### src/hw/forthJumpPkg.sv
`default_nettype none

package forthJumpPkg;

	localparam int INSTR_WIDTH = 16;

	typedef logic [INSTR_WIDTH-1:0] dataWord;

	// ==============================
	// group and field encodings
	// ==============================
	localparam logic [1:0] GROUP_LOAD = 2'b01;
	localparam logic [1:0] GROUP_JUMP = 2'b11;

	localparam logic [1:0] CC_SELECT_Z = 2'b00;
	localparam logic [1:0] CC_SELECT_C = 2'b01;
	localparam logic [1:0] CC_SELECT_S = 2'b10;
	localparam logic [1:0] CC_SELECT_P = 2'b11;

	localparam logic [1:0] MODE_ABS_REG = 2'b00;
	localparam logic [1:0] MODE_REL_REG = 2'b01;
	localparam logic [1:0] MODE_REL_IMM = 2'b10; // 2'b11 behaves as abs.

	localparam logic [2:0] LINK_REG = 3'd7;

	// jump group layout, msb first.
	typedef struct packed {
		logic [1:0] group;
		logic       ccApply;
		logic       ccInvert;
		logic [1:0] ccSelect;
		logic [1:0] jumpMode;
		logic       link;
		logic [6:0] arg;      // word offset, or register in [2:0].
	} jumpInstr;

	typedef struct packed {
		logic [1:0] group;
		logic [2:0] spare;
		logic [2:0] regSel;
		logic [7:0] imm;
	} loadInstr;

	typedef struct packed {
		logic zero;
		logic carry;
		logic sign;
		logic parity;
	} ccFlags;

	typedef struct packed {
		dataWord pc;
		dataWord instr;
	} fetchPacket;

	typedef struct packed {
		dataWord pc;
		dataWord instr;
		logic    taken;
		dataWord nextPc;
	} retireInfo;

endpackage

`default_nettype wire

### src/hw/instructionFetch.sv
`default_nettype none

module instructionFetch #(
	parameter int queueDepth = 4,
	parameter logic [15:0] resetVector = 16'h0000,
	localparam int countWidth = $clog2(queueDepth) + 1
) (
	input  logic                     CLK,
	input  logic                     rst,
	output logic                     imemRead,
	output logic [15:0]              imemAddr,
	input  logic [15:0]              imemData,
	output forthJumpPkg::fetchPacket pkt,
	output logic                     pktValid,
	input  logic                     pktReady,
	input  logic [countWidth-1:0]    count,
	input  logic                     redirect,
	input  logic [15:0]              redirectPc
);

	logic [15:0] pc;
	logic [15:0] pendPc;
	logic pending;
	logic active;
	logic [countWidth:0] slotsUsed;
	logic slotFree;

	// ==============================
	// read request
	// ==============================
	// queued words plus the read still in flight.
	assign slotsUsed = {1'b0, count} + (countWidth + 1)'(pending);
	assign slotFree = slotsUsed < (countWidth + 1)'(queueDepth);

	// a response that cannot be taken blocks the next read.
	assign imemRead = active && slotFree && !redirect && (!pending || pktReady);
	assign imemAddr = pc;

	// ==============================
	// response to packet
	// ==============================
	assign pkt.pc = pendPc;
	assign pkt.instr = imemData;
	assign pktValid = pending && !redirect; // stale word dropped on redirect.

	always_ff @(posedge CLK) begin
		if (rst) begin
			active <= 1'b0;
			pending <= 1'b0;
			pc <= resetVector;
		end else begin
			active <= 1'b1;
			pending <= imemRead || (pending && !pktReady && !redirect);
			if (redirect) begin
				pc <= redirectPc;
			end else if (imemRead) begin
				pc <= pc + 16'd2;
			end
		end
	end

	always_ff @(posedge CLK) begin
		if (imemRead) begin
			pendPc <= pc;
		end
	end

endmodule

`default_nettype wire

### src/hw/fetchQueue.sv
`default_nettype none

module fetchQueue #(
	parameter type itemType = logic [31:0],
	parameter int queueDepth = 4,
	localparam int ptrWidth = (queueDepth > 1) ? $clog2(queueDepth) : 1,
	localparam int countWidth = $clog2(queueDepth) + 1
) (
	input  logic                  CLK,
	input  logic                  rst,
	input  logic                  flush,
	input  itemType               inData,
	input  logic                  inValid,
	output logic                  inReady,
	output itemType               outData,
	output logic                  outValid,
	input  logic                  outReady,
	output logic [countWidth-1:0] count
);

	itemType mem [queueDepth];
	logic [ptrWidth-1:0] rdPtr;
	logic [ptrWidth-1:0] wrPtr;
	logic push;
	logic pop;

	function automatic logic [ptrWidth-1:0] nextPtr(input logic [ptrWidth-1:0] p);
		return (p == ptrWidth'(queueDepth - 1)) ? '0 : p + 1'b1;
	endfunction

	assign inReady = count < countWidth'(queueDepth);
	assign outValid = count != '0;
	assign outData = mem[rdPtr];

	assign push = inValid && inReady;
	assign pop = outValid && outReady;

	always_ff @(posedge CLK) begin
		if (rst || flush) begin // flush wins over a push.
			rdPtr <= '0;
			wrPtr <= '0;
			count <= '0;
		end else begin
			if (push) wrPtr <= nextPtr(wrPtr);
			if (pop) rdPtr <= nextPtr(rdPtr);
			if (push && !pop) begin
				count <= count + 1'b1;
			end else if (pop && !push) begin
				count <= count - 1'b1;
			end
		end
	end

	always_ff @(posedge CLK) begin
		if (push && !flush) begin
			mem[wrPtr] <= inData;
		end
	end

endmodule

`default_nettype wire

### src/hw/jumpExecute.sv
`default_nettype none

module jumpExecute (
	input  logic                     CLK,
	input  logic                     rst,
	input  forthJumpPkg::fetchPacket head,
	input  logic                     headValid,
	output logic                     headReady,
	input  forthJumpPkg::ccFlags     flags,
	output forthJumpPkg::retireInfo  retire,
	output logic                     retireValid,
	input  logic                     retireReady,
	output logic                     redirect,
	output logic [15:0]              redirectPc
);

	forthJumpPkg::jumpInstr jmp;
	forthJumpPkg::loadInstr ld;
	forthJumpPkg::dataWord regs [8];
	forthJumpPkg::dataWord regVal;
	forthJumpPkg::dataWord target;
	forthJumpPkg::dataWord seqPc;
	logic isJump;
	logic isLoad;
	logic flagSel;
	logic taken;
	logic fire;

	// ==============================
	// decode
	// ==============================
	assign jmp = head.instr;
	assign ld = head.instr;
	assign isJump = jmp.group == forthJumpPkg::GROUP_JUMP;
	assign isLoad = ld.group == forthJumpPkg::GROUP_LOAD;

	assign regVal = regs[jmp.arg[2:0]];
	assign seqPc = head.pc + 16'd2;

	always_comb begin
		unique case (jmp.ccSelect)
			forthJumpPkg::CC_SELECT_Z: flagSel = flags.zero;
			forthJumpPkg::CC_SELECT_C: flagSel = flags.carry;
			forthJumpPkg::CC_SELECT_S: flagSel = flags.sign;
			forthJumpPkg::CC_SELECT_P: flagSel = flags.parity;
		endcase
	end

	// unconditional when ccApply is clear.
	assign taken = isJump && (!jmp.ccApply || (flagSel ^ jmp.ccInvert));

	always_comb begin
		case (jmp.jumpMode)
			forthJumpPkg::MODE_ABS_REG: target = regVal;
			forthJumpPkg::MODE_REL_REG: target = head.pc + regVal;
			forthJumpPkg::MODE_REL_IMM: target = head.pc + {{8{jmp.arg[6]}}, jmp.arg, 1'b0};
			default:                    target = regVal;
		endcase
	end

	// ==============================
	// retire and redirect
	// ==============================
	assign headReady = retireReady;
	assign retireValid = headValid;
	assign fire = headValid && retireReady;

	assign retire.pc = head.pc;
	assign retire.instr = head.instr;
	assign retire.taken = taken;
	assign retire.nextPc = taken ? target : seqPc;

	assign redirect = fire && taken; // one cycle per taken jump.
	assign redirectPc = target;

	always_ff @(posedge CLK) begin
		if (rst) begin
			for (int i = 0; i < 8; i++) begin
				regs[i] <= '0;
			end
		end else if (fire && isLoad) begin
			regs[ld.regSel] <= {8'h00, ld.imm};
		end else if (fire && taken && jmp.link) begin
			regs[forthJumpPkg::LINK_REG] <= seqPc; // return address.
		end
	end

endmodule

`default_nettype wire

### src/hw/forthJumpTop.sv
`default_nettype none

module forthJumpTop #(
	parameter int queueDepth = 4,
	parameter logic [15:0] resetVector = 16'h0000,
	localparam int countWidth = $clog2(queueDepth) + 1
) (
	input  logic                    CLK,
	input  logic                    rst,
	output logic                    imemRead,
	output logic [15:0]             imemAddr,
	input  logic [15:0]             imemData,
	input  forthJumpPkg::ccFlags    flags,
	output forthJumpPkg::retireInfo retire,
	output logic                    retireValid,
	input  logic                    retireReady
);

	forthJumpPkg::fetchPacket fetchPkt;
	forthJumpPkg::fetchPacket headPkt;
	logic fetchValid;
	logic fetchReady;
	logic headValid;
	logic headReady;
	logic [countWidth-1:0] count;
	logic redirect;
	logic [15:0] redirectPc;

	instructionFetch #(
		.queueDepth(queueDepth),
		.resetVector(resetVector)
	) fetch (
		.CLK(CLK),
		.rst(rst),
		.imemRead(imemRead),
		.imemAddr(imemAddr),
		.imemData(imemData),
		.pkt(fetchPkt),
		.pktValid(fetchValid),
		.pktReady(fetchReady),
		.count(count),
		.redirect(redirect),
		.redirectPc(redirectPc)
	);

	fetchQueue #(
		.itemType(forthJumpPkg::fetchPacket),
		.queueDepth(queueDepth)
	) queue (
		.CLK(CLK),
		.rst(rst),
		.flush(redirect),
		.inData(fetchPkt),
		.inValid(fetchValid),
		.inReady(fetchReady),
		.outData(headPkt),
		.outValid(headValid),
		.outReady(headReady),
		.count(count)
	);

	jumpExecute execute (
		.CLK(CLK),
		.rst(rst),
		.head(headPkt),
		.headValid(headValid),
		.headReady(headReady),
		.flags(flags),
		.retire(retire),
		.retireValid(retireValid),
		.retireReady(retireReady),
		.redirect(redirect),
		.redirectPc(redirectPc)
	);

endmodule

`default_nettype wire

### config.mk
export PLATFORM = sky130hd
export DESIGN_NAME = forthJumpTop
export DESIGN_NICKNAME = d
export VERILOG_FILES = /design/src/hw/forthJumpPkg.sv /design/src/hw/instructionFetch.sv /design/src/hw/fetchQueue.sv /design/src/hw/jumpExecute.sv /design/src/hw/forthJumpTop.sv
export SDC_FILE = /design/constraint.sdc
export NUM_CORES = 1
export LEC_CHECK = 0
export BUFFER_PORTS_ARGS = -buffer_cell sky130_fd_sc_hd__buf_2
export CORE_ASPECT_RATIO = 0.8
export CORE_UTILIZATION = 38
export CTS_BUF_LIST = sky130_fd_sc_hd__clkbuf_8
export DETAILED_ROUTE_END_ITERATION = 10
export PLACE_DENSITY = 0.54
export SLEW_MARGIN = 20
export SYNTH_ARGS = -nofsm -noshare
export SYNTH_HDL_FRONTEND = slang
export SYNTH_SLANG_ARGS = --single-unit
### constraint.sdc
create_clock -name CLK -period 10.7 [get_ports CLK]
set_clock_uncertainty 0.1 [all_clocks]
set_input_delay 2.14 -clock CLK [delete_from_list [all_inputs] [get_ports CLK]]
set_output_delay 2.14 -clock CLK [all_outputs]
set_load 0.01 [all_outputs]
* Yosys cells after proc, flatten, opt, wreduce, memory -nomap -nowiden *
Memory sizes are Yosys's and may differ from the RTL's. A register that Yosys moved wholly into a read port is not among the register bits.
Index checks and enable logic that the tools add are counted.

storage, ports and cells
  bits in registers = 41
  memory bits (writable) = 256
  bits of input ports = 23
  output and inout port bits = 67
  word-level logic and storage cells = 88
  memories = 2

operators by class
  $add $sub $neg = 9
  $lt $le $gt $ge = 2
  equal/unequal tests = 9
  multiplexer cells = 27
  bitwise gates (word level) = 2
  reduce and logical (&&, ||, !) cells = 30

memories
  memory        words  width  rd ports  clocked after memory_dff  write ports  RTL line           RTL
  execute.regs  8      16     1         0                         8            jumpExecute.sv:19  forthJumpPkg::dataWord regs [8];
  queue.mem     4      32     1         1                         1            fetchQueue.sv:21   itemType mem [queueDepth];

operators with widths
  operator                                                    number
  two-way mux 16 bit                                          5
  adder 16 bit                                                2
  adder 16 x 2 -> 16 bit, second input constant               2
  one-hot mux 16 bit (2 select lines)                         1
  OR reduction 16 bit                                         1
  logical AND 1 bit                                           15
  two-way mux 1 bit                                           13
  equality test 2 bit, second input constant                  6
  two-way mux 3 bit                                           3
  two-way mux 2 bit                                           4
  equality test 2 x 1 -> 1 bit, second input constant         3
  logical NOT 1 bit                                           6
  adder 2 x 1 -> 2 bit, second input constant                 2
  adder 3 x 1 -> 4 bit                                        1
  logical OR 1 bit                                            4
  less-than comparator 4 x 3 -> 1 bit, second input constant  1
  one-hot mux 1 bit (4 select lines)                          1
  nonzero test 2 bit                                          2
  adder 3 x 1 -> 3 bit, second input constant                 1
  less-than comparator 3 bit, second input constant           1
  nonzero test 3 bit                                          1
  subtractor 3 x 1 -> 3 bit, second input constant            1
  logical NOT 2 bit                                           1
  OR 1 bit                                                    1
  XOR 1 bit                                                   1

* Depth between registers and ports, before layout *
Gate-level depths: netlist of the first run.

  word-level depth = 13
  depth in mapped cells = 17
  depth with buffers taken out = 15

* Modules after synthesis *
Synthesis of the first run repeated with hierarchy kept, for this count alone.

second synthesis, totals
  cells, all modules = 974
  area total of the unflattened synthesis = 12613.3 um2

modules (own cells, without submodules)
  module            times used  cells an instance  area each (um2)  seq. area each (um2)
  jumpExecute       1           605                5860.6           2082.0
  fetchQueue        1           215                5136.2           4023.9
  instructionFetch  1           154                1616.6           840.8

* Least setup slack after synthesis of the first run *
OpenSTA, ideal clock, no wires.

  path kind = in2out
  start = input port flags[0] (netlist bit)
  end = output port imemRead
  arrival time = 4.287 ns
  data required time = 8.460 ns
  path slack = 4.173 ns
  cell stages on the path = 6
  path buffers = 2
  cell sequence = mux4_2 > mux2_4 > nor3b_1 > buf_2 > clkbuf_1 > nor2b_1

on the way
  word-level cells in the longest chain between the ends = 8

RTL lines
  element                             RTL line                RTL
  from (decl)                         forthJumpTop.sv:13      input forthJumpPkg::ccFlags flags,
  one-hot mux 1 bit (4 select lines)  jumpExecute.sv:41       unique case (jmp.ccSelect)
  XOR 1 bit                           jumpExecute.sv:50       assign taken = isJump && (!jmp.ccApply || (flagSel ^ jmp.ccInvert));
  logical OR 1 bit                    jumpExecute.sv:50
  logical AND 1 bit                   jumpExecute.sv:50
  logical AND 1 bit                   jumpExecute.sv:73       assign redirect = fire && taken;
  logical NOT 1 bit                   instructionFetch.sv:36  assign imemRead = active && slotFree && !redirect && (!pending || pktReady);
  logical AND 1 bit (2 in series)     instructionFetch.sv:36
  to (decl)                           forthJumpTop.sv:10      output logic imemRead,

Every way passes these cells.

==> flow_results.xml, run 1 <==
<?xml version="1.0" encoding="UTF-8"?>
<metrics>
  <group name="run_status">
    <metric name="run_status" unit="">completed</metric>
  </group>
  <group name="synthesis">
    <metric name="post-synth-top-area-cell" unit="">edfxtp_1</metric>
    <metric name="synth_enable_flop_cells" unit="">208</metric>
    <metric name="yosysWarnings" unit="">0</metric>
    <metric name="mappedNetlistArea" unit="um2">11800</metric>
    <metric name="post_synth_fa_ha_maj_area_fraction" unit="%">4.96</metric>
    <metric name="synth-async-reset-ratio" unit="%">0</metric>
    <metric name="yosys.area_share.simple" unit="%">10.4</metric>
    <metric name="muxShareOfSynthArea" unit="%">11.3</metric>
    <metric name="synth_xor_area_share" unit="%">3.71</metric>
    <metric name="ys_seq_elements" unit="">243</metric>
    <metric name="synth.area.top_cells" unit="">edfxtp_1 53%, mux4_2 8.0%, dfxtp_1 5.9%</metric>
    <metric name="synth-seq-area-share" unit="%">58.9</metric>
    <metric name="synthCells" unit="">897</metric>
    <metric name="syn_nets" unit="">965</metric>
    <metric name="synth_compound_gate_area_share" unit="%">8.42</metric>
    <metric name="yosysTopAreaCellShare" unit="%">53.0</metric>
    <metric name="dominant_combinational_cell_family_by_area_after_synthesis" unit="">multiplexers</metric>
    <metric name="synth.avg_cell_area" unit="um2">13.1</metric>
    <metric name="ys.flop_type" unit="">edfxtp_1</metric>
    <metric name="synth.lib_cells_used.distinct" unit="">63</metric>
  </group>
  <group name="timing">
    <metric name="maxClockFrequency" unit="MHz">126</metric>
    <metric name="timing.slew.headroom" unit="%">36.8</metric>
    <metric name="worst-slew-pin-transition" unit="ns">0.935</metric>
    <metric name="total_negative_setup_slack" unit="ns">0</metric>
    <metric name="final.period_utilization" unit="%">74.3</metric>
    <metric name="timing.final.crit_period" unit="ns">7.95</metric>
    <metric name="timing.final.hold_violations" unit="">0</metric>
    <metric name="setup_repair_after_global_routing_missed_its_margin" unit="">false</metric>
    <metric name="drv_slew" unit="">0</metric>
    <metric name="layout_setup_ws" unit="ns">2.75</metric>
    <metric name="setup-violations-final" unit="">0</metric>
  </group>
  <group name="die">
    <metric name="design.die.area" unit="um2">31800</metric>
    <metric name="height_of_the_chip" unit="um">160</metric>
    <metric name="row_count" unit="">57</metric>
    <metric name="count_of_pins_on_the_block_boundary" unit="">90</metric>
    <metric name="start_util" unit="%">38.7</metric>
    <metric name="core_region_area" unit="um2">30500</metric>
    <metric name="width_of_the_chip" unit="um">199</metric>
  </group>
  <group name="route">
    <metric name="firstDrtPassIters" unit="">7</metric>
    <metric name="route.detailed.vias_per_inst" unit="">5.40</metric>
    <metric name="drc" unit="">0</metric>
    <metric name="routedWlPerCell" unit="um">21.5</metric>
    <metric name="drt_first_iter_violations" unit="">647</metric>
    <metric name="vias" unit="">7803</metric>
    <metric name="wirelength" unit="um">31100</metric>
    <metric name="route.antenna.remaining_nets" unit="">0</metric>
  </group>
  <group name="pwr">
    <metric name="power_density" unit="nW/um2">256</metric>
    <metric name="power.static_leakage" unit="nW">4.99</metric>
    <metric name="worst_supply_voltage_drop_on_vdd" unit="uV">114</metric>
  </group>
  <group name="clock_tree">
    <metric name="ctsHtreeMaxLevel" unit="">2</metric>
    <metric name="cts_num_sinks" unit="">243</metric>
    <metric name="postCtsSetupRepairBufs" unit="">0</metric>
    <metric name="clk_pin_slew_worst_setup_hold_paths" unit="ns">0.06</metric>
    <metric name="tritoncts" unit="">built</metric>
    <metric name="cts_resized" unit="">0</metric>
    <metric name="post_cts_hold_buffer_count" unit="">0</metric>
    <metric name="clock_tree.buffer_depth" unit="">3</metric>
    <metric name="clk-insertion-delay-late" unit="ns">0.58</metric>
    <metric name="inserted_clock_buffers" unit="">40</metric>
    <metric name="cts_root_buf" unit="">clkbuf_8</metric>
  </group>
  <group name="grt">
    <metric name="first_pass_grt_wire_length" unit="um">46700</metric>
    <metric name="global_route.usage.total" unit="%">19.9</metric>
    <metric name="antenna_found_initial" unit="">2</metric>
    <metric name="global_route.overflow_total" unit="">0</metric>
    <metric name="grt_pass1_vias" unit="">7640</metric>
    <metric name="pin_count_of_the_biggest_net_entering_global_routing" unit="">39</metric>
  </group>
  <group name="finish">
    <metric name="multi_input_area" unit="um2">4590</metric>
    <metric name="antenna_cells" unit="">0</metric>
    <metric name="finalCoreUtilization" unit="%">44.1</metric>
    <metric name="total_area_of_sequential_cells" unit="um2">6950</metric>
    <metric name="final-instance-count-excl-fill" unit="">1445</metric>
    <metric name="postLayoutCellArea" unit="um2">13400</metric>
    <metric name="final_nets" unit="">1070</metric>
    <metric name="syn_to_final_growth" unit="%">13.7</metric>
    <metric name="post_route_cells_drive_above_1_share" unit="%">21.0</metric>
    <metric name="fillCellCount" unit="">2868</metric>
    <metric name="most_common_library_cell_in_the_layout_ignoring_fill_and_taps" unit="">edfxtp_1</metric>
    <metric name="layout.cells.most_common_list" unit="">208 x edfxtp_1, 89 x nor2_1, 89 x buf_2</metric>
  </group>
  <group name="critical_path">
    <metric name="critical-path-top-cell-by-count" unit="">mux2i_1</metric>
    <metric name="timing.critical_path.slowest_stage_cell" unit="">dfxtp_2</metric>
    <metric name="setup.worst_path.class" unit="">flop to primary output</metric>
    <metric name="cp_slowest_stage_delay" unit="ns">0.74</metric>
    <metric name="worstPathBufferInverterCount" unit="">4</metric>
    <metric name="worst-path-max-fanout" unit="">21</metric>
    <metric name="worstSetupStartpointType" unit="">flop</metric>
    <metric name="critical_path_required" unit="ns">8.46</metric>
    <metric name="type_of_element_capturing_the_critical_path" unit="">primary output</metric>
    <metric name="critical_path_cell_by_cell" unit="">buf_4 -&gt; o21ai_2 -&gt; inv_2 -&gt; mux4_2 -&gt; mux2i_1 -&gt; inv_1 -&gt; ha_1 -&gt; a211oi_1 -&gt; o211ai_1 -&gt; a21boi_0 -&gt; o21ai_0 -&gt; xor2_1 -&gt; a222oi_1 -&gt; mux2i_1 -&gt; buf_2</metric>
    <metric name="timing.critical_path.max_delay_family" unit="">compound AO/OA/AOI/OAI gates</metric>
    <metric name="cp_data_arrival_time" unit="ns">5.71</metric>
  </group>
  <group name="placed_design">
    <metric name="place_area" unit="um2">12700</metric>
    <metric name="port-buffer-count" unit="">89</metric>
    <metric name="place_congestion" unit="">0.874</metric>
    <metric name="pre_cts_ws" unit="ns">3.28</metric>
    <metric name="placed_cells" unit="">1373</metric>
    <metric name="post_detail_place_hpwl" unit="um">21300</metric>
  </group>
  <group name="min_path">
    <metric name="worst_hold_path_type" unit="">flop to flop</metric>
  </group>
  <group name="flow_run">
    <metric name="drv.max_cap_violation_count" unit="">0</metric>
  </group>
</metrics>
sequential cells by signal (all words and copies together) (netlist names), named ones only:
| signal | count |
|---|---|
| execute.regs | 72 |
| queue.wrPtr | 2 |
| fetch.imemAddr | 16 |
| fetch.active | 1 |
| queue.rdPtr | 2 |
| fetch.pendPc | 16 |
| queue.count | 3 |
| fetch.pending | 1 |
| queue.mem | 128 |
final timing paths:
kind | slack [ns] | startpoint | end | depth (start not counted)
max | 2.75 | flop | retire[11] | 15
min | 0.39 | execute.regs[7][12] | execute.regs[7][12] | 2
max reg2reg | 5.46 | flop | fetch.imemAddr[11] | 14
min reg2reg | 0.39 | execute.regs[7][12] | execute.regs[7][12] | 2
report_power, final:
group          total [mW]  switching, mW  internal (mW)
clock               0.764          0.379          0.384
combinational        1.46          0.913          0.551
sequential           1.21         0.0676           1.14
cells in the mapped netlist (10+ instances only):
cell type  count
xnor2_1       29
buf_2         10
nand4_1       10
edfxtp_1     208
nor2_1        89
nand2_1       73
nor3_1        15
mux2i_1       27
clkbuf_1      21
o21ai_0       29
nand3_1       19
and2_1        16
xor2_1        21
mux4_2        42
a211oi_1      12
dfxtp_1       35
ha_1          42
inv_1         26
a21oi_1       38
through the flow:
stage	hold WS (ns)	total power, mW
floorplan	0.356	2.19
global placement	0.369	2.68
detailed placement	0.368	2.67
CTS	0.381	3.45
global route	0.394	3.63
finish	0.387	3.43
tightest hold or removal path, stage by stage (launching register included):
cell,delay (ns)
dfxtp_1,0.32
nand3_1,0.06
a21oi_1,0.06
cell families (layout without fill, tap and decap cells):
| kind of cell | after synthesis | count (layout) |
|---|---|---|
| xor gates and xnor gates | 50 | 50 |
| and+or+nand+nor | 263 | 263 |
| adders and majority gates | 45 | 45 |
| buffers and inverters | 65 | 200 |
| DFF | 243 | 243 |
| AOI/OAI and AO/OA | 152 | 152 |
| muxes | 79 | 79 |
per-layer routing:
| layer | vias to the layer above | global-route usage (%) | routed length [um] |
|---|---|---|---|
| met3 | 46 | 5.15 | 2230 |
| met2 | 278 | 27.9 | 13000 |
| met5 | - | 0 | 0 |
| met4 | 0 | 5.17 | 596 |
| li1 | 3627 | - | - |
| met1 | 3852 | 30.4 | 15200 |
area by class of cell:
class | count | area share, %
multi-input combinational | 589 | 34.2
inverter | 29 | 0.811
sequential | 243 | 51.8
timing repair buffer | 99 | 3.88
tap | 413 | 3.85
clock inverter | 31 | 1.28
clock buffer | 41 | 4.21
Note: power is estimated with default switching activity, not from simulation.
==> run 2, diff against run 1 <==
--- a/config.mk
+++ b/config.mk
@@ -5,12 +5,13 @@
 export SDC_FILE = /design/constraint.sdc
 export NUM_CORES = 1
 export LEC_CHECK = 0
+export ABC_AREA = 1
 export BUFFER_PORTS_ARGS = -buffer_cell sky130_fd_sc_hd__buf_2
 export CORE_ASPECT_RATIO = 0.8
 export CORE_UTILIZATION = 38
 export CTS_BUF_LIST = sky130_fd_sc_hd__clkbuf_8
 export DETAILED_ROUTE_END_ITERATION = 10
-export PLACE_DENSITY = 0.54
+export PLACE_DENSITY = 0.55
 export SLEW_MARGIN = 20
 export SYNTH_ARGS = -nofsm -noshare
 export SYNTH_HDL_FRONTEND = slang
==> constraint.sdc (replaced) <==
create_clock -name CLK -period 7 [get_ports CLK]
set_clock_uncertainty 0.1 [all_clocks]
set_input_delay 1.4 -clock CLK [delete_from_list [all_inputs] [get_ports CLK]]
set_output_delay 1.4 -clock CLK [all_outputs]
set_load 0.01 [all_outputs]
==> run 2 against run 1 <==
- wire length increased by 21%
- sequential share of layout area shrank 3.6 points
- synthesized cell count increased by 58%
- final area increased by 7.3%
- hold slack lost 0.024 ns
==> flow_results.xml, run 2 <==
<?xml version="1.0" encoding="UTF-8"?>
<metrics>
  <group name="run_status">
    <metric name="run_status" unit="">completed</metric>
  </group>
  <group name="clock_tree">
    <metric name="cts_num_sinks" unit="">243</metric>
    <metric name="tritoncts" unit="">built</metric>
    <metric name="cts_root_buf" unit="">clkbuf_8</metric>
    <metric name="postCtsSetupRepairBufs" unit="">0</metric>
    <metric name="clk_pin_slew_worst_setup_hold_paths" unit="ns">0.06</metric>
    <metric name="post_cts_hold_buffer_count" unit="">0</metric>
    <metric name="cts_resized" unit="">0</metric>
    <metric name="inserted_clock_buffers" unit="">41</metric>
    <metric name="clock_tree.buffer_depth" unit="">3</metric>
    <metric name="clk-insertion-delay-late" unit="ns">0.58</metric>
    <metric name="ctsHtreeMaxLevel" unit="">2</metric>
  </group>
  <group name="timing">
    <metric name="drv_slew" unit="">0</metric>
    <metric name="setup-violations-final" unit="">0</metric>
    <metric name="setup_repair_after_global_routing_missed_its_margin" unit="">false</metric>
    <metric name="total_negative_setup_slack" unit="ns">0</metric>
    <metric name="maxClockFrequency" unit="MHz">156</metric>
    <metric name="hold_ws" unit="ns">0.363</metric>
    <metric name="final.period_utilization" unit="%">91.8</metric>
    <metric name="timing.final.hold_violations" unit="">0</metric>
    <metric name="timing.slew.headroom" unit="%">42.5</metric>
    <metric name="worst-slew-pin-transition" unit="ns">0.861</metric>
    <metric name="timing.final.crit_period" unit="ns">6.43</metric>
    <metric name="layout_setup_ws" unit="ns">0.572</metric>
  </group>
  <group name="synthesis">
    <metric name="post-synth-top-area-cell" unit="">edfxtp_1</metric>
    <metric name="synthMostInstantiatedCell" unit="">nand2_1</metric>
    <metric name="yosysWarnings" unit="">0</metric>
    <metric name="synth.avg_cell_area" unit="um2">9.07</metric>
    <metric name="synth_cell_count_leaders" unit="">430 x nand2_1, 208 x edfxtp_1, 162 x nand3_1</metric>
    <metric name="ys.flop_type" unit="">edfxtp_1</metric>
    <metric name="synth.area.top_cells" unit="">edfxtp_1 49%, nand2_1 13%, nand3_1 6.3%</metric>
    <metric name="mappedNetlistArea" unit="um2">12900</metric>
    <metric name="synth-async-reset-ratio" unit="%">0</metric>
    <metric name="yosysTopAreaCellShare" unit="%">48.6</metric>
    <metric name="synth.lib_cells_used.distinct" unit="">49</metric>
    <metric name="synth_enable_flop_cells" unit="">208</metric>
    <metric name="ys_seq_elements" unit="">243</metric>
    <metric name="syn_nets" unit="">1485</metric>
    <metric name="synthCells" unit="">1417</metric>
    <metric name="synth-seq-area-share" unit="%">54.0</metric>
  </group>
  <group name="die">
    <metric name="height_of_the_chip" unit="um">167</metric>
    <metric name="count_of_pins_on_the_block_boundary" unit="">90</metric>
    <metric name="row_count" unit="">59</metric>
    <metric name="width_of_the_chip" unit="um">208</metric>
    <metric name="start_util" unit="%">39.0</metric>
    <metric name="design.die.area" unit="um2">34600</metric>
    <metric name="core_region_area" unit="um2">32900</metric>
  </group>
  <group name="grt">
    <metric name="antenna_found_initial" unit="">1</metric>
    <metric name="first_pass_grt_wire_length" unit="um">57400</metric>
    <metric name="pin_count_of_the_biggest_net_entering_global_routing" unit="">53</metric>
    <metric name="global_route.usage.total" unit="%">21.7</metric>
    <metric name="grt_pass1_vias" unit="">9638</metric>
    <metric name="global_route.overflow_total" unit="">0</metric>
  </group>
  <group name="pwr">
    <metric name="clock_power_share" unit="%">18.0</metric>
    <metric name="power.static_leakage" unit="nW">6.20</metric>
    <metric name="p_switching" unit="mW">3.26</metric>
    <metric name="power_density" unit="nW/um2">466</metric>
    <metric name="fin_total_pwr" unit="mW">6.71</metric>
    <metric name="p_seq_share" unit="%">28.0</metric>
    <metric name="worst_supply_voltage_drop_on_vdd" unit="uV">188</metric>
    <metric name="power.combinational.fraction" unit="%">54.0</metric>
    <metric name="switching_share" unit="%">48.6</metric>
    <metric name="power.internal" unit="mW">3.45</metric>
  </group>
  <group name="finish">
    <metric name="final_nets" unit="">1581</metric>
    <metric name="largest_register_ffs" unit="">128</metric>
    <metric name="multi_input_area" unit="um2">5130</metric>
    <metric name="total_area_of_sequential_cells" unit="um2">6950</metric>
    <metric name="finalCoreUtilization" unit="%">43.7</metric>
    <metric name="antenna_cells" unit="">0</metric>
    <metric name="registers.top_by_ff_count" unit="">queue.mem</metric>
    <metric name="largest_registers" unit="">queue.mem x128, execute.regs x72</metric>
    <metric name="post_route_cells_drive_above_1_share" unit="%">14.4</metric>
    <metric name="layout.cells.most_common_list" unit="">430 x nand2_1, 208 x edfxtp_1, 162 x nand3_1</metric>
    <metric name="most_common_library_cell_in_the_layout_ignoring_fill_and_taps" unit="">nand2_1</metric>
    <metric name="syn_to_final_growth" unit="%">12.0</metric>
    <metric name="fillCellCount" unit="">3225</metric>
  </group>
  <group name="critical_path">
    <metric name="reg2reg_slack" unit="ns">2.68</metric>
    <metric name="timing.critical_path.max_delay_family" unit="">buffers and inverters</metric>
    <metric name="critical-path-top-cell-by-count" unit="">nand2_1</metric>
    <metric name="crit_end" unit="">retire[8]</metric>
    <metric name="worstPathBufferInverterCount" unit="">3</metric>
    <metric name="critical_path_required" unit="ns">5.50</metric>
    <metric name="worst-path-max-fanout" unit="">52</metric>
    <metric name="critical_path_cell_count" unit="">20</metric>
    <metric name="timing.critical_path.slowest_stage_cell" unit="">buf_4</metric>
    <metric name="worstRegToRegCells" unit="">22</metric>
    <metric name="setup.worst_path.class" unit="">flop to primary output</metric>
    <metric name="worstSetupStartpointType" unit="">flop</metric>
    <metric name="critical_path_cell_by_cell" unit="">buf_4 -&gt; nand2_1 -&gt; nand3_1 -&gt; nand2_1 -&gt; inv_2 -&gt; nand2_1 -&gt; nand3_1 -&gt; nand3_1 -&gt; nand2_1 -&gt; ha_1 -&gt; fa_1 -&gt; nand2_1 -&gt; o21ai_0 -&gt; nand2_1 -&gt; nand3b_1 -&gt; nand3_1 -&gt; o21ai_0 -&gt; o21ai_0 -&gt; o21ai_0 -&gt; buf_2</metric>
    <metric name="critical_path.reg2reg.endpoint" unit="">fetch.imemAddr[8]</metric>
    <metric name="cp_data_arrival_time" unit="ns">4.93</metric>
    <metric name="cp_slowest_stage_delay" unit="ns">0.55</metric>
    <metric name="type_of_element_capturing_the_critical_path" unit="">primary output</metric>
  </group>
  <group name="placed_design">
    <metric name="pre_cts_ws" unit="ns">1.25</metric>
    <metric name="place_congestion" unit="">0.931</metric>
    <metric name="post_detail_place_hpwl" unit="um">26500</metric>
    <metric name="port-buffer-count" unit="">89</metric>
  </group>
  <group name="route">
    <metric name="wirelength" unit="um">37600</metric>
    <metric name="drt_first_iter_violations" unit="">834</metric>
    <metric name="vias" unit="">10338</metric>
    <metric name="drc" unit="">0</metric>
    <metric name="routedWlPerCell" unit="um">19.1</metric>
    <metric name="firstDrtPassIters" unit="">5</metric>
    <metric name="route.detailed.vias_per_inst" unit="">5.25</metric>
    <metric name="route.antenna.remaining_nets" unit="">0</metric>
  </group>
  <group name="min_path">
    <metric name="worst_hold_path_type" unit="">flop to flop</metric>
  </group>
  <group name="flow_run">
    <metric name="drv.max_cap_violation_count" unit="">0</metric>
  </group>
</metrics>
==> run 2: changes by cell type in the layout (fill, tap and decap cells not counted), sizes merged, moves of 42 or more <==
cell,previous run,this run
nand3,19,169
inv,44,131
nor2,89,133
mux4,42,0
nand2,73,446
==> run 2: metrics by stage <==
| stage | area (um2) | std cells |
|---|---|---|
| final | 14400 | 1971 |
| after global placement | 13600 | 1895 |
| after CTS | 14400 | 1970 |
| after detailed placement | 13600 | 1896 |
| after floorplan | 12900 | 1417 |
| after global routing | 14400 | 1971 |
==> run 2: layout make-up <==
type | count | share of cell area (%)
tap | 427 | 3.71
inverter | 118 | 3.11
sequential | 243 | 48.2
timing repair buffer | 102 | 3.94
clock inverter | 30 | 1.13
multi-input combinational | 1007 | 35.7
clock buffer | 44 | 4.21
==> run 2: cells by family after synthesis <==
| group | after synthesis | share of synthesized area, % |
|---|---|---|
| flip-flops | 243 | 54.0 |
| buffers and inverters | 167 | 6.26 |
| AND/OR/NAND/NOR | 792 | 26.8 |
| adder cells (fa/ha/maj) | 45 | 4.55 |
| AO/OA/AOI/OAI | 146 | 6.72 |
| XOR/XNOR | 24 | 1.64 |
==> run 2: how the worst min path moves through the flow <==
stage                             start  depth (start not counted)  slack (ns)             endpoint
floorplan           execute.regs[7][11]                          2        0.33  execute.regs[7][11]
global placement     execute.regs[7][9]                          2        0.35   execute.regs[7][9]
detailed placement   execute.regs[7][8]                          2        0.35   execute.regs[7][8]
CTS                  execute.regs[7][8]                          2        0.36   execute.regs[7][8]
global route         execute.regs[7][8]                          2        0.38   execute.regs[7][8]
finish               execute.regs[7][8]                          2        0.36   execute.regs[7][8]
==> run 2: worst min-delay path: stages (launching register included) <==
cell     delay (ns)
dfxtp_1        0.31
inv_1          0.05
o21ai_1        0.06
==> run 2: power groups by stage <==
| stage | combinational (mW) | clock (mW) | sequential, mW |
|---|---|---|---|
| after floorplan | 2.47 | 0 | 1.87 |
| after CTS | 3.60 | 1.24 | 1.88 |
| final | 3.62 | 1.21 | 1.88 |
| after global placement | 3.57 | 0 | 1.91 |
| after detailed placement | 3.58 | 0 | 1.91 |
| after global routing | 3.99 | 1.30 | 1.90 |
==> run 2: metal layers <==
metal,track usage [%],vias up,wire length (um)
li1,-,4982,-
met1,32.7,4956,18400
met2,32.0,362,16000
met3,3.96,38,2600
met4,5.22,0,565
met5,0,-,0
==> run 3, diff against run 2 <==
--- a/config.mk
+++ b/config.mk
@@ -11,8 +11,10 @@
 export CORE_UTILIZATION = 38
 export CTS_BUF_LIST = sky130_fd_sc_hd__clkbuf_8
 export DETAILED_ROUTE_END_ITERATION = 10
+export HOLD_SLACK_MARGIN = 0.06
 export PLACE_DENSITY = 0.55
 export SLEW_MARGIN = 20
 export SYNTH_ARGS = -nofsm -noshare
 export SYNTH_HDL_FRONTEND = slang
 export SYNTH_SLANG_ARGS = --single-unit
+export TNS_END_PERCENT = 50
==> constraint.sdc (replaced) <==
create_clock -name CLK -period 5.2 [get_ports CLK]
set_clock_uncertainty 0.1 [all_clocks]
set_input_delay 1.04 -clock CLK [delete_from_list [all_inputs] [get_ports CLK]]
set_output_delay 1.04 -clock CLK [all_outputs]
set_load 0.01 [all_outputs]
==> run 3 against run 2 <==
- combinational power up 43%
- final area up 2.4%
- highest routed layer unchanged
- final cell count up 1.1%
- core utilization up 1.0 points
- critical endpoint is now retire[11]
- largest cell class unchanged
- critical path type unchanged
==> flow_results.xml, run 3 (synthesis results as in run 2) <==
<?xml version="1.0" encoding="UTF-8"?>
<metrics>
  <group name="finish">
    <metric name="finalCoreUtilization" unit="%">44.8</metric>
    <metric name="final_nets" unit="">1605</metric>
    <metric name="postLayoutCellArea" unit="um2">14700</metric>
    <metric name="total_area_of_sequential_cells" unit="um2">6950</metric>
    <metric name="fillCellCount" unit="">3251</metric>
    <metric name="most_common_library_cell_in_the_layout_ignoring_fill_and_taps" unit="">nand2_1</metric>
    <metric name="post_route_cells_drive_above_1_share" unit="%">16.8</metric>
    <metric name="registers.top_by_ff_count" unit="">queue.mem</metric>
    <metric name="layout.cells.most_common_list" unit="">425 x nand2_1, 208 x edfxtp_1, 162 x nand3_1</metric>
    <metric name="largest_registers" unit="">queue.mem x128, execute.regs x72</metric>
    <metric name="multi_input_area" unit="um2">5210</metric>
    <metric name="largest_register_ffs" unit="">128</metric>
    <metric name="antenna_cells" unit="">0</metric>
    <metric name="syn_to_final_growth" unit="%">14.7</metric>
  </group>
  <group name="route">
    <metric name="firstDrtPassIters" unit="">5</metric>
    <metric name="vias" unit="">10365</metric>
    <metric name="routedWlPerCell" unit="um">19.1</metric>
    <metric name="drt_first_iter_violations" unit="">865</metric>
    <metric name="route.detailed.vias_per_inst" unit="">5.20</metric>
    <metric name="wirelength" unit="um">38000</metric>
    <metric name="drc" unit="">0</metric>
    <metric name="route.antenna.remaining_nets" unit="">0</metric>
  </group>
  <group name="clock_tree">
    <metric name="clock_tree.buffer_depth" unit="">3</metric>
    <metric name="inserted_clock_buffers" unit="">42</metric>
    <metric name="clk_pin_slew_worst_setup_hold_paths" unit="ns">0.06</metric>
    <metric name="tritoncts" unit="">built</metric>
    <metric name="clk-insertion-delay-late" unit="ns">0.56</metric>
    <metric name="cts_root_buf" unit="">clkbuf_8</metric>
    <metric name="ctsHtreeMaxLevel" unit="">2</metric>
    <metric name="cts_num_sinks" unit="">243</metric>
  </group>
  <group name="pwr">
    <metric name="power.static_leakage" unit="nW">6.36</metric>
    <metric name="clock_power_share" unit="%">17.5</metric>
    <metric name="power.internal" unit="mW">4.86</metric>
    <metric name="p_seq_share" unit="%">27.2</metric>
    <metric name="power_density" unit="nW/um2">633</metric>
    <metric name="fin_total_pwr" unit="mW">9.33</metric>
    <metric name="p_switching" unit="mW">4.47</metric>
    <metric name="worst_supply_voltage_drop_on_vdd" unit="uV">210</metric>
    <metric name="switching_share" unit="%">47.9</metric>
    <metric name="power.combinational.fraction" unit="%">55.4</metric>
  </group>
  <group name="grt">
    <metric name="global_route.usage.total" unit="%">22.0</metric>
    <metric name="pin_count_of_the_biggest_net_entering_global_routing" unit="">42</metric>
    <metric name="grt_pass1_vias" unit="">9632</metric>
    <metric name="antenna_found_initial" unit="">1</metric>
    <metric name="global_route.overflow_total" unit="">0</metric>
    <metric name="first_pass_grt_wire_length" unit="um">57900</metric>
  </group>
  <group name="min_path">
    <metric name="worst_hold_path_type" unit="">flop to flop</metric>
  </group>
  <group name="critical_path">
    <metric name="setup.worst_path.class" unit="">flop to primary output</metric>
    <metric name="critical_path_required" unit="ns">4.06</metric>
    <metric name="cp_data_arrival_time" unit="ns">3.79</metric>
    <metric name="worst-path-max-fanout" unit="">9</metric>
    <metric name="worstSetupStartpointType" unit="">flop</metric>
    <metric name="type_of_element_capturing_the_critical_path" unit="">primary output</metric>
  </group>
  <group name="timing">
    <metric name="final.period_utilization" unit="%">94.7</metric>
    <metric name="timing.slew.headroom" unit="%">42.2</metric>
    <metric name="layout_setup_ws" unit="ns">0.273</metric>
    <metric name="hold_ws" unit="ns">0.369</metric>
    <metric name="maxClockFrequency" unit="MHz">203</metric>
    <metric name="timing.final.crit_period" unit="ns">4.93</metric>
    <metric name="setup-violations-final" unit="">0</metric>
    <metric name="worst-slew-pin-transition" unit="ns">0.865</metric>
    <metric name="drv_slew" unit="">0</metric>
    <metric name="timing.final.hold_violations" unit="">0</metric>
  </group>
  <group name="die">
    <metric name="width_of_the_chip" unit="um">208</metric>
    <metric name="start_util" unit="%">39.0</metric>
    <metric name="count_of_pins_on_the_block_boundary" unit="">90</metric>
    <metric name="design.die.area" unit="um2">34600</metric>
    <metric name="core_region_area" unit="um2">32900</metric>
    <metric name="row_count" unit="">59</metric>
    <metric name="height_of_the_chip" unit="um">167</metric>
  </group>
  <group name="placed_design">
    <metric name="post_detail_place_hpwl" unit="um">27300</metric>
    <metric name="place_area" unit="um2">13700</metric>
    <metric name="port-buffer-count" unit="">89</metric>
    <metric name="place_congestion" unit="">0.906</metric>
    <metric name="pre_cts_ws" unit="ns">0.425</metric>
  </group>
  <group name="flow_run">
    <metric name="drv.max_cap_violation_count" unit="">0</metric>
  </group>
  <group name="run_status">
    <metric name="run_status" unit="">completed</metric>
  </group>
</metrics>
==> run 3: changes by cell type in the layout (fill, tap and decap cells not counted), sizes merged <==
cell      before  now
buf          102  124
clkbuf        44   49
clkinvlp       3    0
bufinv         1    0
clkinv        13   12
==> run 3: worst paths after layout <==
| path | start | end | slack (ns) | depth (start not counted) |
|---|---|---|---|---|
| max | flop | retire[11] | 0.27 | 20 |
| min | execute.regs[7][11] | execute.regs[7][11] | 0.37 | 2 |
| max reg2reg | flop | queue.mem[0][6] | 1.15 | 13 |
| min reg2reg | execute.regs[7][11] | execute.regs[7][11] | 0.37 | 2 |
==> run 3: final cells by class <==
cell class | instances | share of cell area, %
clock buffer | 48 | 4.48
clock inverter | 25 | 0.789
inverter | 118 | 3.14
multi-input combinational | 1007 | 35.3
sequential | 243 | 47.2
tap | 427 | 3.62
timing repair buffer | 125 | 5.47
==> run 3: metal layers <==
| layer | wire length [um] | share of wire, % | global-route usage, % | vias up |
|---|---|---|---|---|
| li1 | - | - | - | 5040 |
| met1 | 18700 | 49 | 33.2 | 4920 |
| met2 | 16000 | 42 | 32.1 | 347 |
| met3 | 2660 | 7.0 | 4.13 | 58 |
| met4 | 741 | 1.9 | 5.67 | 0 |
| met5 | 0 | 0 | 0 | - |
==> run 3: stage by stage <==
stage,std cells,TNS [ns]
floorplan,1417,0
global placement,1912,0
detailed placement,1912,0
CTS,1988,0
global route,1993,-0.00855
finish,1993,0
==> run 3: what timing repair did <==
action,in CTS,in global routing
setup buffers,3,4
gates cloned,0,1
gates resized for setup,6,45
pin swaps,0,2
hold buffers,0,0
endpoints found under the setup margin,10,12
==> run 3: critical path, stage by stage (launching register included) <==
cell and delay (ns):
dfxtp_4 0.38, inv_2 0.13, nor2_1 0.06, o21ai_1 0.15, nand2_2 0.18, clkbuf_16 0.22, nor2_4 0.21, buf_4 0.15
nand3_1 0.11, inv_1 0.09, ha_1 0.27, nand2_1 0.15, nor2_1 0.07, nand3_1 0.11, nand3_1 0.13, nand2_1 0.08
nand3_1 0.09, nand3_1 0.10, nand2_1 0.09, o21ai_0 0.26, buf_2 0.19
==> run 3: power by group through the flow <==
stage | Sequential [mW] | Clock, mW | Combinational (mW)
after floorplan | 2.52 | 0 | 3.33
after global placement | 2.56 | 0 | 4.86
after detailed placement | 2.57 | 0 | 4.87
after CTS | 2.53 | 1.68 | 4.92
after global routing | 2.56 | 1.76 | 5.68
final | 2.53 | 1.63 | 5.17
